File: src/logic/hwpe_stream_package.sv
// ##########################################################
// Shared definitions of the stream accumulator engine
// Stream width, strobe width and FIFO depths
// Word, strobe and block length vector types
// FIFO status flag struct
// ##########################################################

package hwpe_stream_package;

  localparam int unsigned DATA_WIDTH     = 32;              // Stream word width
  localparam int unsigned STRB_WIDTH     = DATA_WIDTH / 8;  // One strobe per byte
  localparam int unsigned IN_FIFO_DEPTH  = 8;               // Absorbs input bursts
  localparam int unsigned OUT_FIFO_DEPTH = 2;               // Few results in flight
  localparam int unsigned LEN_WIDTH      = 8;

  // Stream word or block sum
  typedef logic [DATA_WIDTH-1:0] data_t;
  typedef logic [STRB_WIDTH-1:0] strb_t;  // Byte enables

  // Words per block
  // Zero selects 256 words since the beat counter wraps
  typedef logic [LEN_WIDTH-1:0] len_t;

  typedef struct packed {
    logic empty;
    logic full;
    logic almost_empty;  // Exactly one entry stored
    logic almost_full;   // Exactly one slot free
  } flags_fifo_t;

endpackage

File: src/logic/hwpe_stream_intf_stream.sv
// ##########################################################
// Valid/ready stream interface
// Word with byte strobes plus handshake
// Source and sink modports
// ##########################################################

interface hwpe_stream_intf_stream
  import hwpe_stream_package::*;
();

  data_t data;   // Payload word
  strb_t strb;   // Byte enables of data
  logic  valid;  // Source offers a beat
  logic  ready;  // Sink takes it

  // Beat moves on a rising edge with valid and ready high
  // Source keeps data and strb steady while stalled
  modport source (
    output data, strb, valid,
    input  ready
  );

  modport sink (
    input  data, strb, valid,
    output ready
  );

endinterface

File: src/logic/accum_engine_top.sv
// ##########################################################
// Top level of the stream accumulator engine
// Input FIFO, block accumulator, output FIFO
// Plain stream ports and FIFO status outputs
// ##########################################################

module accum_engine_top
  import hwpe_stream_package::*;
(
  input  logic  clk_i,
  input  logic  rst_ni,
  input  logic  clear_i,      // Synchronous flush of the whole path
  input  len_t  len_i,

  // Input stream
  input  data_t in_data_i,
  input  strb_t in_strb_i,
  input  logic  in_valid_i,
  output logic  in_ready_o,

  // Block sums
  output data_t out_data_o,
  output strb_t out_strb_o,
  output logic  out_valid_o,
  input  logic  out_ready_i,

  output logic  in_empty_o,
  output logic  in_full_o,
  output logic  out_empty_o,
  output logic  out_full_o
);

  flags_fifo_t in_flags;
  flags_fifo_t out_flags;

  hwpe_stream_intf_stream in_stream ();   // Ports to input FIFO
  hwpe_stream_intf_stream acc_in ();      // Input FIFO to accumulator
  hwpe_stream_intf_stream acc_out ();     // Accumulator to output FIFO
  hwpe_stream_intf_stream out_stream ();  // Output FIFO to ports

  assign in_stream.data  = in_data_i;
  assign in_stream.strb  = in_strb_i;
  assign in_stream.valid = in_valid_i;
  assign in_ready_o      = in_stream.ready;

  hwpe_stream_fifo #(
    .FIFO_DEPTH ( IN_FIFO_DEPTH )
  ) i_in_fifo (
    .clk_i   ( clk_i     ),
    .rst_ni  ( rst_ni    ),
    .clear_i ( clear_i   ),
    .flags_o ( in_flags  ),
    .push_i  ( in_stream ),
    .pop_o   ( acc_in    )
  );

  stream_block_accum i_accum (
    .clk_i   ( clk_i   ),
    .rst_ni  ( rst_ni  ),
    .clear_i ( clear_i ),
    .len_i   ( len_i   ),
    .in_i    ( acc_in  ),
    .out_o   ( acc_out )
  );

  hwpe_stream_fifo #(
    .FIFO_DEPTH ( OUT_FIFO_DEPTH )
  ) i_out_fifo (
    .clk_i   ( clk_i      ),
    .rst_ni  ( rst_ni     ),
    .clear_i ( clear_i    ),
    .flags_o ( out_flags  ),
    .push_i  ( acc_out    ),
    .pop_o   ( out_stream )
  );

  assign out_data_o       = out_stream.data;
  assign out_strb_o       = out_stream.strb;
  assign out_valid_o      = out_stream.valid;
  assign out_stream.ready = out_ready_i;

  // Status for the host
  assign in_empty_o  = in_flags.empty;
  assign in_full_o   = in_flags.full;
  assign out_empty_o = out_flags.empty;
  assign out_full_o  = out_flags.full;

endmodule

File: src/logic/hwpe_stream_fifo.sv
// ##########################################################
// Single-clock flip-flop stream FIFO
// Three-state FSM with wrapping push and pop pointers
// Register array holding data and strobes
// Empty, full and almost flags
// ##########################################################

module hwpe_stream_fifo
  import hwpe_stream_package::*;
#(
  parameter int unsigned FIFO_DEPTH = IN_FIFO_DEPTH
) (
  input  logic                   clk_i,
  input  logic                   rst_ni,
  input  logic                   clear_i,

  output flags_fifo_t            flags_o,

  hwpe_stream_intf_stream.sink   push_i,
  hwpe_stream_intf_stream.source pop_o
);

  // Pointer width, at least one bit
  localparam int unsigned ADDR_WIDTH = (FIFO_DEPTH > 1) ? $clog2(FIFO_DEPTH) : 1;
  localparam logic [ADDR_WIDTH:0] DEPTH_CNT = (ADDR_WIDTH+1)'(FIFO_DEPTH);

  typedef logic [ADDR_WIDTH-1:0] ptr_t;

  // Stored beat
  typedef struct packed {
    data_t data;
    strb_t strb;
  } entry_t;

  typedef enum logic [1:0] {
    EMPTY,
    MIDDLE,
    FULL
  } state_e;

  state_e state_q, state_d;

  ptr_t push_ptr_q, push_ptr_d, push_ptr_inc;
  ptr_t pop_ptr_q, pop_ptr_d, pop_ptr_inc;

  logic push_en;  // Beat written this cycle
  logic pop_en;   // Beat read this cycle

  logic [ADDR_WIDTH:0] ptr_diff;
  logic [ADDR_WIDTH:0] fill;  // Entries held, 0 to FIFO_DEPTH

  entry_t mem_q [FIFO_DEPTH];
  entry_t pop_entry;

  // Handshake from state only, so no fall-through
  always_comb begin
    push_i.ready = 1'b0;
    pop_o.valid  = 1'b0;
    unique case (state_q)
      EMPTY: begin
        push_i.ready = 1'b1;
      end
      MIDDLE: begin
        push_i.ready = 1'b1;
        pop_o.valid  = 1'b1;
      end
      FULL: begin
        pop_o.valid  = 1'b1;  // Stall the producer
      end
      default: begin
        push_i.ready = 1'b0;
        pop_o.valid  = 1'b0;
      end
    endcase
  end

  assign push_en = push_i.valid & push_i.ready;
  assign pop_en  = pop_o.valid & pop_o.ready;

  // Wrap at the last slot, depth need not be a power of two
  assign push_ptr_inc = (push_ptr_q == ptr_t'(FIFO_DEPTH - 1)) ? '0 : push_ptr_q + 1'b1;
  assign pop_ptr_inc  = (pop_ptr_q == ptr_t'(FIFO_DEPTH - 1)) ? '0 : pop_ptr_q + 1'b1;

  // Next state and pointers
  always_comb begin
    state_d    = state_q;
    push_ptr_d = push_ptr_q;
    pop_ptr_d  = pop_ptr_q;
    if (push_en) begin
      push_ptr_d = push_ptr_inc;
    end
    if (pop_en) begin
      pop_ptr_d = pop_ptr_inc;
    end
    unique case ({push_en, pop_en})
      2'b10: begin
        // Push catches up with pop
        state_d = (push_ptr_inc == pop_ptr_q) ? FULL : MIDDLE;
      end
      2'b01: begin
        state_d = (pop_ptr_inc == push_ptr_q) ? EMPTY : MIDDLE;  // Last entry leaves
      end
      default: begin
        state_d = state_q;  // Fill level unchanged
      end
    endcase
  end

  always_ff @(posedge clk_i or negedge rst_ni) begin
    if (!rst_ni) begin
      state_q    <= EMPTY;
      push_ptr_q <= '0;
      pop_ptr_q  <= '0;
    end else if (clear_i) begin
      state_q    <= EMPTY;  // Drop all entries
      push_ptr_q <= '0;
      pop_ptr_q  <= '0;
    end else begin
      state_q    <= state_d;
      push_ptr_q <= push_ptr_d;
      pop_ptr_q  <= pop_ptr_d;
    end
  end

  // Storage
  always_ff @(posedge clk_i) begin
    if (push_en) begin
      mem_q[push_ptr_q] <= '{data: push_i.data, strb: push_i.strb};
    end
  end

  // Pointer distance, modulo the depth
  assign ptr_diff = {1'b0, push_ptr_q} - {1'b0, pop_ptr_q};

  always_comb begin
    if (state_q == FULL) begin
      fill = DEPTH_CNT;  // Pointers equal when full
    end else if (push_ptr_q >= pop_ptr_q) begin
      fill = ptr_diff;
    end else begin
      fill = ptr_diff + DEPTH_CNT;  // Push pointer has wrapped
    end
  end

  assign flags_o.empty        = (state_q == EMPTY);
  assign flags_o.full         = (state_q == FULL);
  assign flags_o.almost_empty = (state_q == MIDDLE) && (fill == (ADDR_WIDTH+1)'(1));
  assign flags_o.almost_full  = (state_q == MIDDLE) && (fill == DEPTH_CNT - 1'b1);

  // Head of queue, zero while nothing is offered
  assign pop_entry  = mem_q[pop_ptr_q];
  assign pop_o.data = pop_o.valid ? pop_entry.data : '0;
  assign pop_o.strb = pop_o.valid ? pop_entry.strb : '0;

endmodule

File: src/logic/stream_block_accum.sv
// ##########################################################
// Block accumulator for the stream engine
// Strobe-masked running sum over len_i words
// Beat counter and single result register
// ##########################################################

module stream_block_accum
  import hwpe_stream_package::*;
(
  input  logic                   clk_i,
  input  logic                   rst_ni,
  input  logic                   clear_i,
  input  len_t                   len_i,    // Stable within a block

  hwpe_stream_intf_stream.sink   in_i,
  hwpe_stream_intf_stream.source out_o
);

  data_t masked;       // Input word with disabled bytes zeroed
  data_t sum_q;        // Partial block sum
  data_t sum_next;
  data_t res_q;        // Finished block sum
  logic  res_valid_q;  // Result waiting for the sink

  len_t  cnt_q;        // Words taken in current block
  len_t  cnt_last;     // Index of the final word

  logic  in_fire;
  logic  out_fire;
  logic  block_end;    // Last word of block accepted

  // Byte masking
  always_comb begin
    for (int b = 0; b < STRB_WIDTH; b++) begin
      masked[8*b +: 8] = in_i.strb[b] ? in_i.data[8*b +: 8] : 8'h00;
    end
  end

  assign sum_next = sum_q + masked;   // Wraps at 32 bits
  assign cnt_last = len_i - 1'b1;     // Length 0 gives 255, i.e. 256 words

  // Input stalls while a result is pending
  assign in_i.ready = ~res_valid_q;
  assign in_fire    = in_i.valid & in_i.ready;
  assign block_end  = in_fire && (cnt_q == cnt_last);

  assign out_o.valid = res_valid_q;
  assign out_o.data  = res_q;
  assign out_o.strb  = '1;            // Sum is always a full word
  assign out_fire    = out_o.valid & out_o.ready;

  always_ff @(posedge clk_i or negedge rst_ni) begin
    if (!rst_ni) begin
      sum_q       <= '0;
      cnt_q       <= '0;
      res_valid_q <= 1'b0;
    end else if (clear_i) begin
      // Partial block and pending result are lost
      sum_q       <= '0;
      cnt_q       <= '0;
      res_valid_q <= 1'b0;
    end else begin
      if (out_fire) begin
        res_valid_q <= 1'b0;
      end
      if (block_end) begin
        sum_q       <= '0;    // Next block starts from zero
        cnt_q       <= '0;
        res_valid_q <= 1'b1;  // Never coincides with out_fire
      end else if (in_fire) begin
        sum_q <= sum_next;
        cnt_q <= cnt_q + 1'b1;
      end
    end
  end

  // Result payload
  always_ff @(posedge clk_i) begin
    if (block_end) begin
      res_q <= sum_next;
    end
  end

endmodule

File: config.mk
export PLATFORM = sky130hd
export DESIGN_NAME = accum_engine_top
export DESIGN_NICKNAME = d
export VERILOG_FILES = /design/src/logic/hwpe_stream_package.sv /design/src/logic/hwpe_stream_intf_stream.sv /design/src/logic/accum_engine_top.sv /design/src/logic/hwpe_stream_fifo.sv /design/src/logic/stream_block_accum.sv
export SDC_FILE = /design/constraint.sdc
export NUM_CORES = 1
export LEC_CHECK = 0
export BUFFER_PORTS_ARGS = -buffer_cell sky130_fd_sc_hd__buf_2
export CAP_MARGIN = 20
export CORE_ASPECT_RATIO = 1.75
export CORE_MARGIN = 2
export CORE_UTILIZATION = 50
export CTS_CLUSTER_SIZE = 25
export DETAILED_ROUTE_END_ITERATION = 12
export PLACE_DENSITY = 0.67
export SYNTH_ARGS = -nofsm -noshare
export SYNTH_HDL_FRONTEND = slang
export SYNTH_SLANG_ARGS = --single-unit
File: constraint.sdc
create_clock -name clk_i -period 5.8 [get_ports clk_i]
set_input_delay 0.29 -clock clk_i [delete_from_list [all_inputs] [get_ports clk_i]]
set_output_delay 0.29 -clock clk_i [all_outputs]
set_load 0.02 [all_outputs]
==> impl_table.tex <==
\begin{tabular}{lr}
\hline
Metric & Value \\
\hline
\multicolumn{2}{l}{\textbf{Status}} \\
Outcome & finished clean \\
\multicolumn{2}{l}{\textbf{Floorplan}} \\
Overall die area & 38600 um2 \\
Number of placement rows & 93 \\
Number of placed I/O pins & 91 \\
Die span in x & around 150 um \\
Core area & 36700 um2 \\
Effective utilization at floorplan & approximately half \\
Vertical extent of the die & 258 um \\
\multicolumn{2}{l}{\textbf{Global routing}} \\
Remaining Overflow, GRT & 0 \\
First-pass GRT wire length & between 50 and 60 mm \\
Antenna violations before repair & 7 \\
Global routing usage summed across all routing layers & 18.7\% \\
Maximum number of pins on one net before global-route repair & 54 \\
Vias in the first global route & 10000 \\
\multicolumn{2}{l}{\textbf{Finish}} \\
Final Core Density & 57.3\% \\
Multi-input combinational cell area & $\sim$5400 um2 \\
Number of filler instances in the final layout & 2848 \\
Register area & around 13000 um2 \\
Layout cell share with drive strength beyond 1 & 22.4\% \\
Area added between synthesis and finish & 13.7\% \\
Final nets & $\sim$1300 \\
\multicolumn{2}{l}{\textbf{CTS}} \\
CTS max path bufs & 3 \\
Clock tree from TritonCTS & built \\
Number of clock buffers inserted by TritonCTS & 38 \\
Clock transition at the registers of the reported paths & 0.07 ns \\
CTS H-Tree Depth & 2 \\
CTS sink cnt & 437 \\
Source-to-sink clock delay at the later pin of the worst-skew pair & between 0.5 and 0.6 ns \\
Root buffer selected by CTS & clkbuf\_16 \\
\multicolumn{2}{l}{\textbf{Route}} \\
Final WL & 35.0 mm \\
Total via count after detailed routing & $\sim$9600 \\
1st-iter DRT viols & about 500 \\
Number of iterations in the first detailed-routing pass & 5 \\
Routed length per placed instance & 20.5 um \\
Post-DRT Antenna Nets & 0 \\
Average via count per standard cell & 5.61 \\
Drc violations & 0 \\
\multicolumn{2}{l}{\textbf{Setup path}} \\
CP dominant cell by count & nor2\_1 \\
Slowest library cell on the worst path & dfrtp\_2 \\
Cells along the critical path & buf\_4, mux4\_2, mux2i\_1, nor2\_1, ha\_1, nand4\_1, nor2\_1, a211o\_1, o21ai\_1, a21oi\_1, nor3\_1, o21ai\_0, xor2\_1, a22o\_1 \\
Crit-path max FO & between 40 and 50 \\
Slowest Stage Delay on Critical Path & about 0.83 ns \\
Startpoint type of the worst setup path & register \\
Arrival time worst endpoint & 5.05 ns \\
Category of cells accounting for the largest share of critical-path delay & compound AO/OA/AOI/OAI gates \\
Element type at the critical path end & register \\
Worst EP required & roughly 6.2 ns \\
Buf/Inv on CP & 1 \\
Critical Setup Path Class & reg -> reg \\
\multicolumn{2}{l}{\textbf{Timing}} \\
Tightest hold margin & 0.0166 ns \\
Final critical path time including I/O delays and setup & between 4 and 5 ns \\
Setup-violating endpoint count in the final report & 0 \\
Setup WS post-layout & 1.18 ns \\
Relative slew margins & between 30\% and 40\% \\
Ratio of final minimum period to clock period & 79.7\% \\
Final number of hold-violating endpoints & 0 \\
Slew at the pin closest to its max-slew limit & 0.978 ns \\
Accumulated negative setup slack & 0 ns \\
Worst clock skew & 0.0283 ns \\
Max-slew violation count & 0 \\
Unrepaired setup endpoints after global routing & false \\
Peak Freq & 0.216 GHz \\
\multicolumn{2}{l}{\textbf{Placement}} \\
Setup Slack @ Placement & roughly 1.1 ns \\
Count of input and output buffers & 90 \\
Half-perimeter wire length after placement & 21.9 mm \\
Routability-driven placement congestion ratio & 0.833 \\
\multicolumn{2}{l}{\textbf{Logic synthesis}} \\
Area contributors post-synth & edfxtp\_1 62\%, mux4\_2 8.8\%, dfrtp\_1 7.2\% \\
Mapped cell area & 18500 um2 \\
Net count after synthesis & 1183 \\
Unique masters post-synth & between 50 and 60 \\
Average instance area after synthesis & 16.9 um2 \\
Synth top area share & 62.4\% \\
Top flip-flop cell by instance count after synthesis & edfxtp\_1 \\
Number of synthesized flops with an enable pin & 384 \\
Post-synthesis sequential area ratio & a little over two thirds \\
Number of flip-flops and latches in the synthesized netlist & 437 \\
Cell type with the largest total area after synthesis & edfxtp\_1 \\
Post-Synthesis Cells & 1090 \\
Synthesis warning total & 0 \\
Fraction of synthesis flops using an asynchronous set or reset pin & approximately an eighth \\
\multicolumn{2}{l}{\textbf{Flow run}} \\
Number of max-cap violations & 0 \\
\multicolumn{2}{l}{\textbf{Power}} \\
Power density of the placed cells & 385 nW/um2 \\
Maximum vdd ir drop & between 200 and 250 uV \\
Leakage power summed over all cells & 7.38 nW \\
\multicolumn{2}{l}{\textbf{Worst hold path}} \\
Type of the tightest min-delay check & in -> reg \\
\hline
\end{tabular}
[sequential cells by signal (all words and copies together) (netlist names)]
register	count
i_out_fifo.push_ptr_q	1
i_in_fifo.push_ptr_q	3
i_out_fifo.mem_q	64
i_in_fifo.mem_q	288
i_in_fifo.pop_ptr_q	3
i_accum.cnt_q	8
i_in_fifo.state_q	2
i_out_fifo.pop_ptr_q	1
i_accum.out_o.valid	1
i_accum.out_o.data	32
i_accum.sum_q	32
i_out_fifo.state_q	2
[cell usage in the layout (no fill, tap or decap), types with 4 or more instances in the layout]
master / synthesis / final
clkbuf_16: 0 / 39
ha_1: 43 / 43
o21ai_1: 4 / 4
xor2_1: 26 / 26
nor3_1: 15 / 11
nor2b_1: 35 / 35
mux2i_1: 66 / 66
diode_2: 0 / 4
edfxtp_1: 384 / 384
dfrtp_1: 53 / 49
clkinv_2: 0 / 6
a31oi_1: 5 / 5
nand4_1: 12 / 12
dlygate4sd3_1: 0 / 11
nand2b_1: 5 / 5
xnor2_1: 32 / 32
clkbuf_1: 28 / 5
nand3_1: 6 / 6
a22o_1: 25 / 25
a21oi_1: 27 / 27
nor3_2: 1 / 5
nand2_1: 51 / 51
o21ai_0: 18 / 18
bufinv_16: 0 / 8
inv_1: 22 / 22
o21bai_1: 5 / 5
mux4_2: 72 / 72
nor2_1: 76 / 70
nor2_4: 0 / 4
mux2_2: 4 / 4
buf_2: 11 / 90
a21o_1: 14 / 14
buf_4: 4 / 15
[report_power, final]
part,leakage (nW),switching [W],internal (W)
Combinational,2.51,0.000873,0.000695
Sequential,4.21,0.000135,0.00364
Clock,0.663,0.00112,0.00162
[stage by stage]
step                      total power, W  cell area, um2  cells
after floorplan                  0.00499           18500   1090
after global placement           0.00541           19500   1623
after detailed placement         0.00543           19500   1623
after CTS                        0.00819           21000   1704
after global routing             0.00842           21000   1707
final                            0.00808           21000   1708
[kinds of logic after synthesis]
group | after synthesis | synth area share (%)
buf+inv | 70 | 1.58
mux | 142 | 12.6
simple gates | 215 | 5.49
fa+ha+maj | 44 | 3.02
compound gates | 123 | 4.87
flops | 437 | 69.6
xor+xnor | 59 | 2.84
[metal layers]
layer | global-route usage (%) | part of all wire, % | vias up
met5 | 0 | 0.097 | -
met4 | 7.51 | 3.4 | 6
met3 | 3.12 | 4.0 | 75
met2 | 34.0 | 54 | 206
met1 | 22.0 | 39 | 4858
li1 | - | - | 4443
[what timing repair did]
item / 4_1_cts / 5_1_grt
hold buffers: 11 / 0
setup endpoints to repair: 0 / 0
gates resized for setup: 0 / 0
buffers inserted: 0 / 0
hold endpoints to repair: 126 / 0
[area by class of cell]
type	count	share of cell area [%]
antenna	4	0.0477
clock buffer	45	4.80
timing repair buffer	117	3.30
clock inverter	25	1.73
sequential	437	61.3
inverter	22	0.393
tap	475	2.83
multi-input combinational	583	25.6
[path summary, 6_finish.rpt]
path / slack [ns] / cells past startpoint / end / start
hold / removal: 0.02 / 1 / i_in_fifo.mem_q[2][31]$_DFFE_PP_ / in_data_i[27]
setup reg to reg: 1.18 / 14 / i_accum.sum_q[29]$_DFFE_PN0P_ / i_in_fifo.pop_ptr_q[1]$_DFFE_PN0P_
min in group asynchronous: 0.41 / 3 / i_in_fifo.push_ptr_q[1]$_DFFE_PN0P_ / rst_ni
hold reg to reg: 0.44 / 0 / i_out_fifo.mem_q[1][13]$_DFFE_PP_ / i_accum.out_o.data[13]$_DFFE_PP_
setup / recovery: 1.18 / 14 / i_accum.sum_q[29]$_DFFE_PN0P_ / i_in_fifo.pop_ptr_q[1]$_DFFE_PN0P_
max in group asynchronous: 4.82 / 3 / i_in_fifo.pop_ptr_q[0]$_DFFE_PN0P_ / rst_ni
[Yosys cell counts (all sizes together), types with 2 or more instances]
cell type,number
or3,2
xnor2,32
o21bai,5
mux2,4
a211o,2
o21a,2
mux2i,66
buf,20
mux4,72
dfrtp,53
nand2,52
clkbuf,28
xor2,27
edfxtp,384
nor4,3
a21oi,28
ha,43
a22o,25
o21ai,22
a31oi,5
and3,2
a41oi,2
nor3,16
nand3,6
or2,3
nand2b,5
nor2b,35
nand4,12
inv,22
a211oi,5
a21o,14
nor3b,2
o31ai,4
o41ai,3
nor2,76
(Power assumes the default switching activity.)
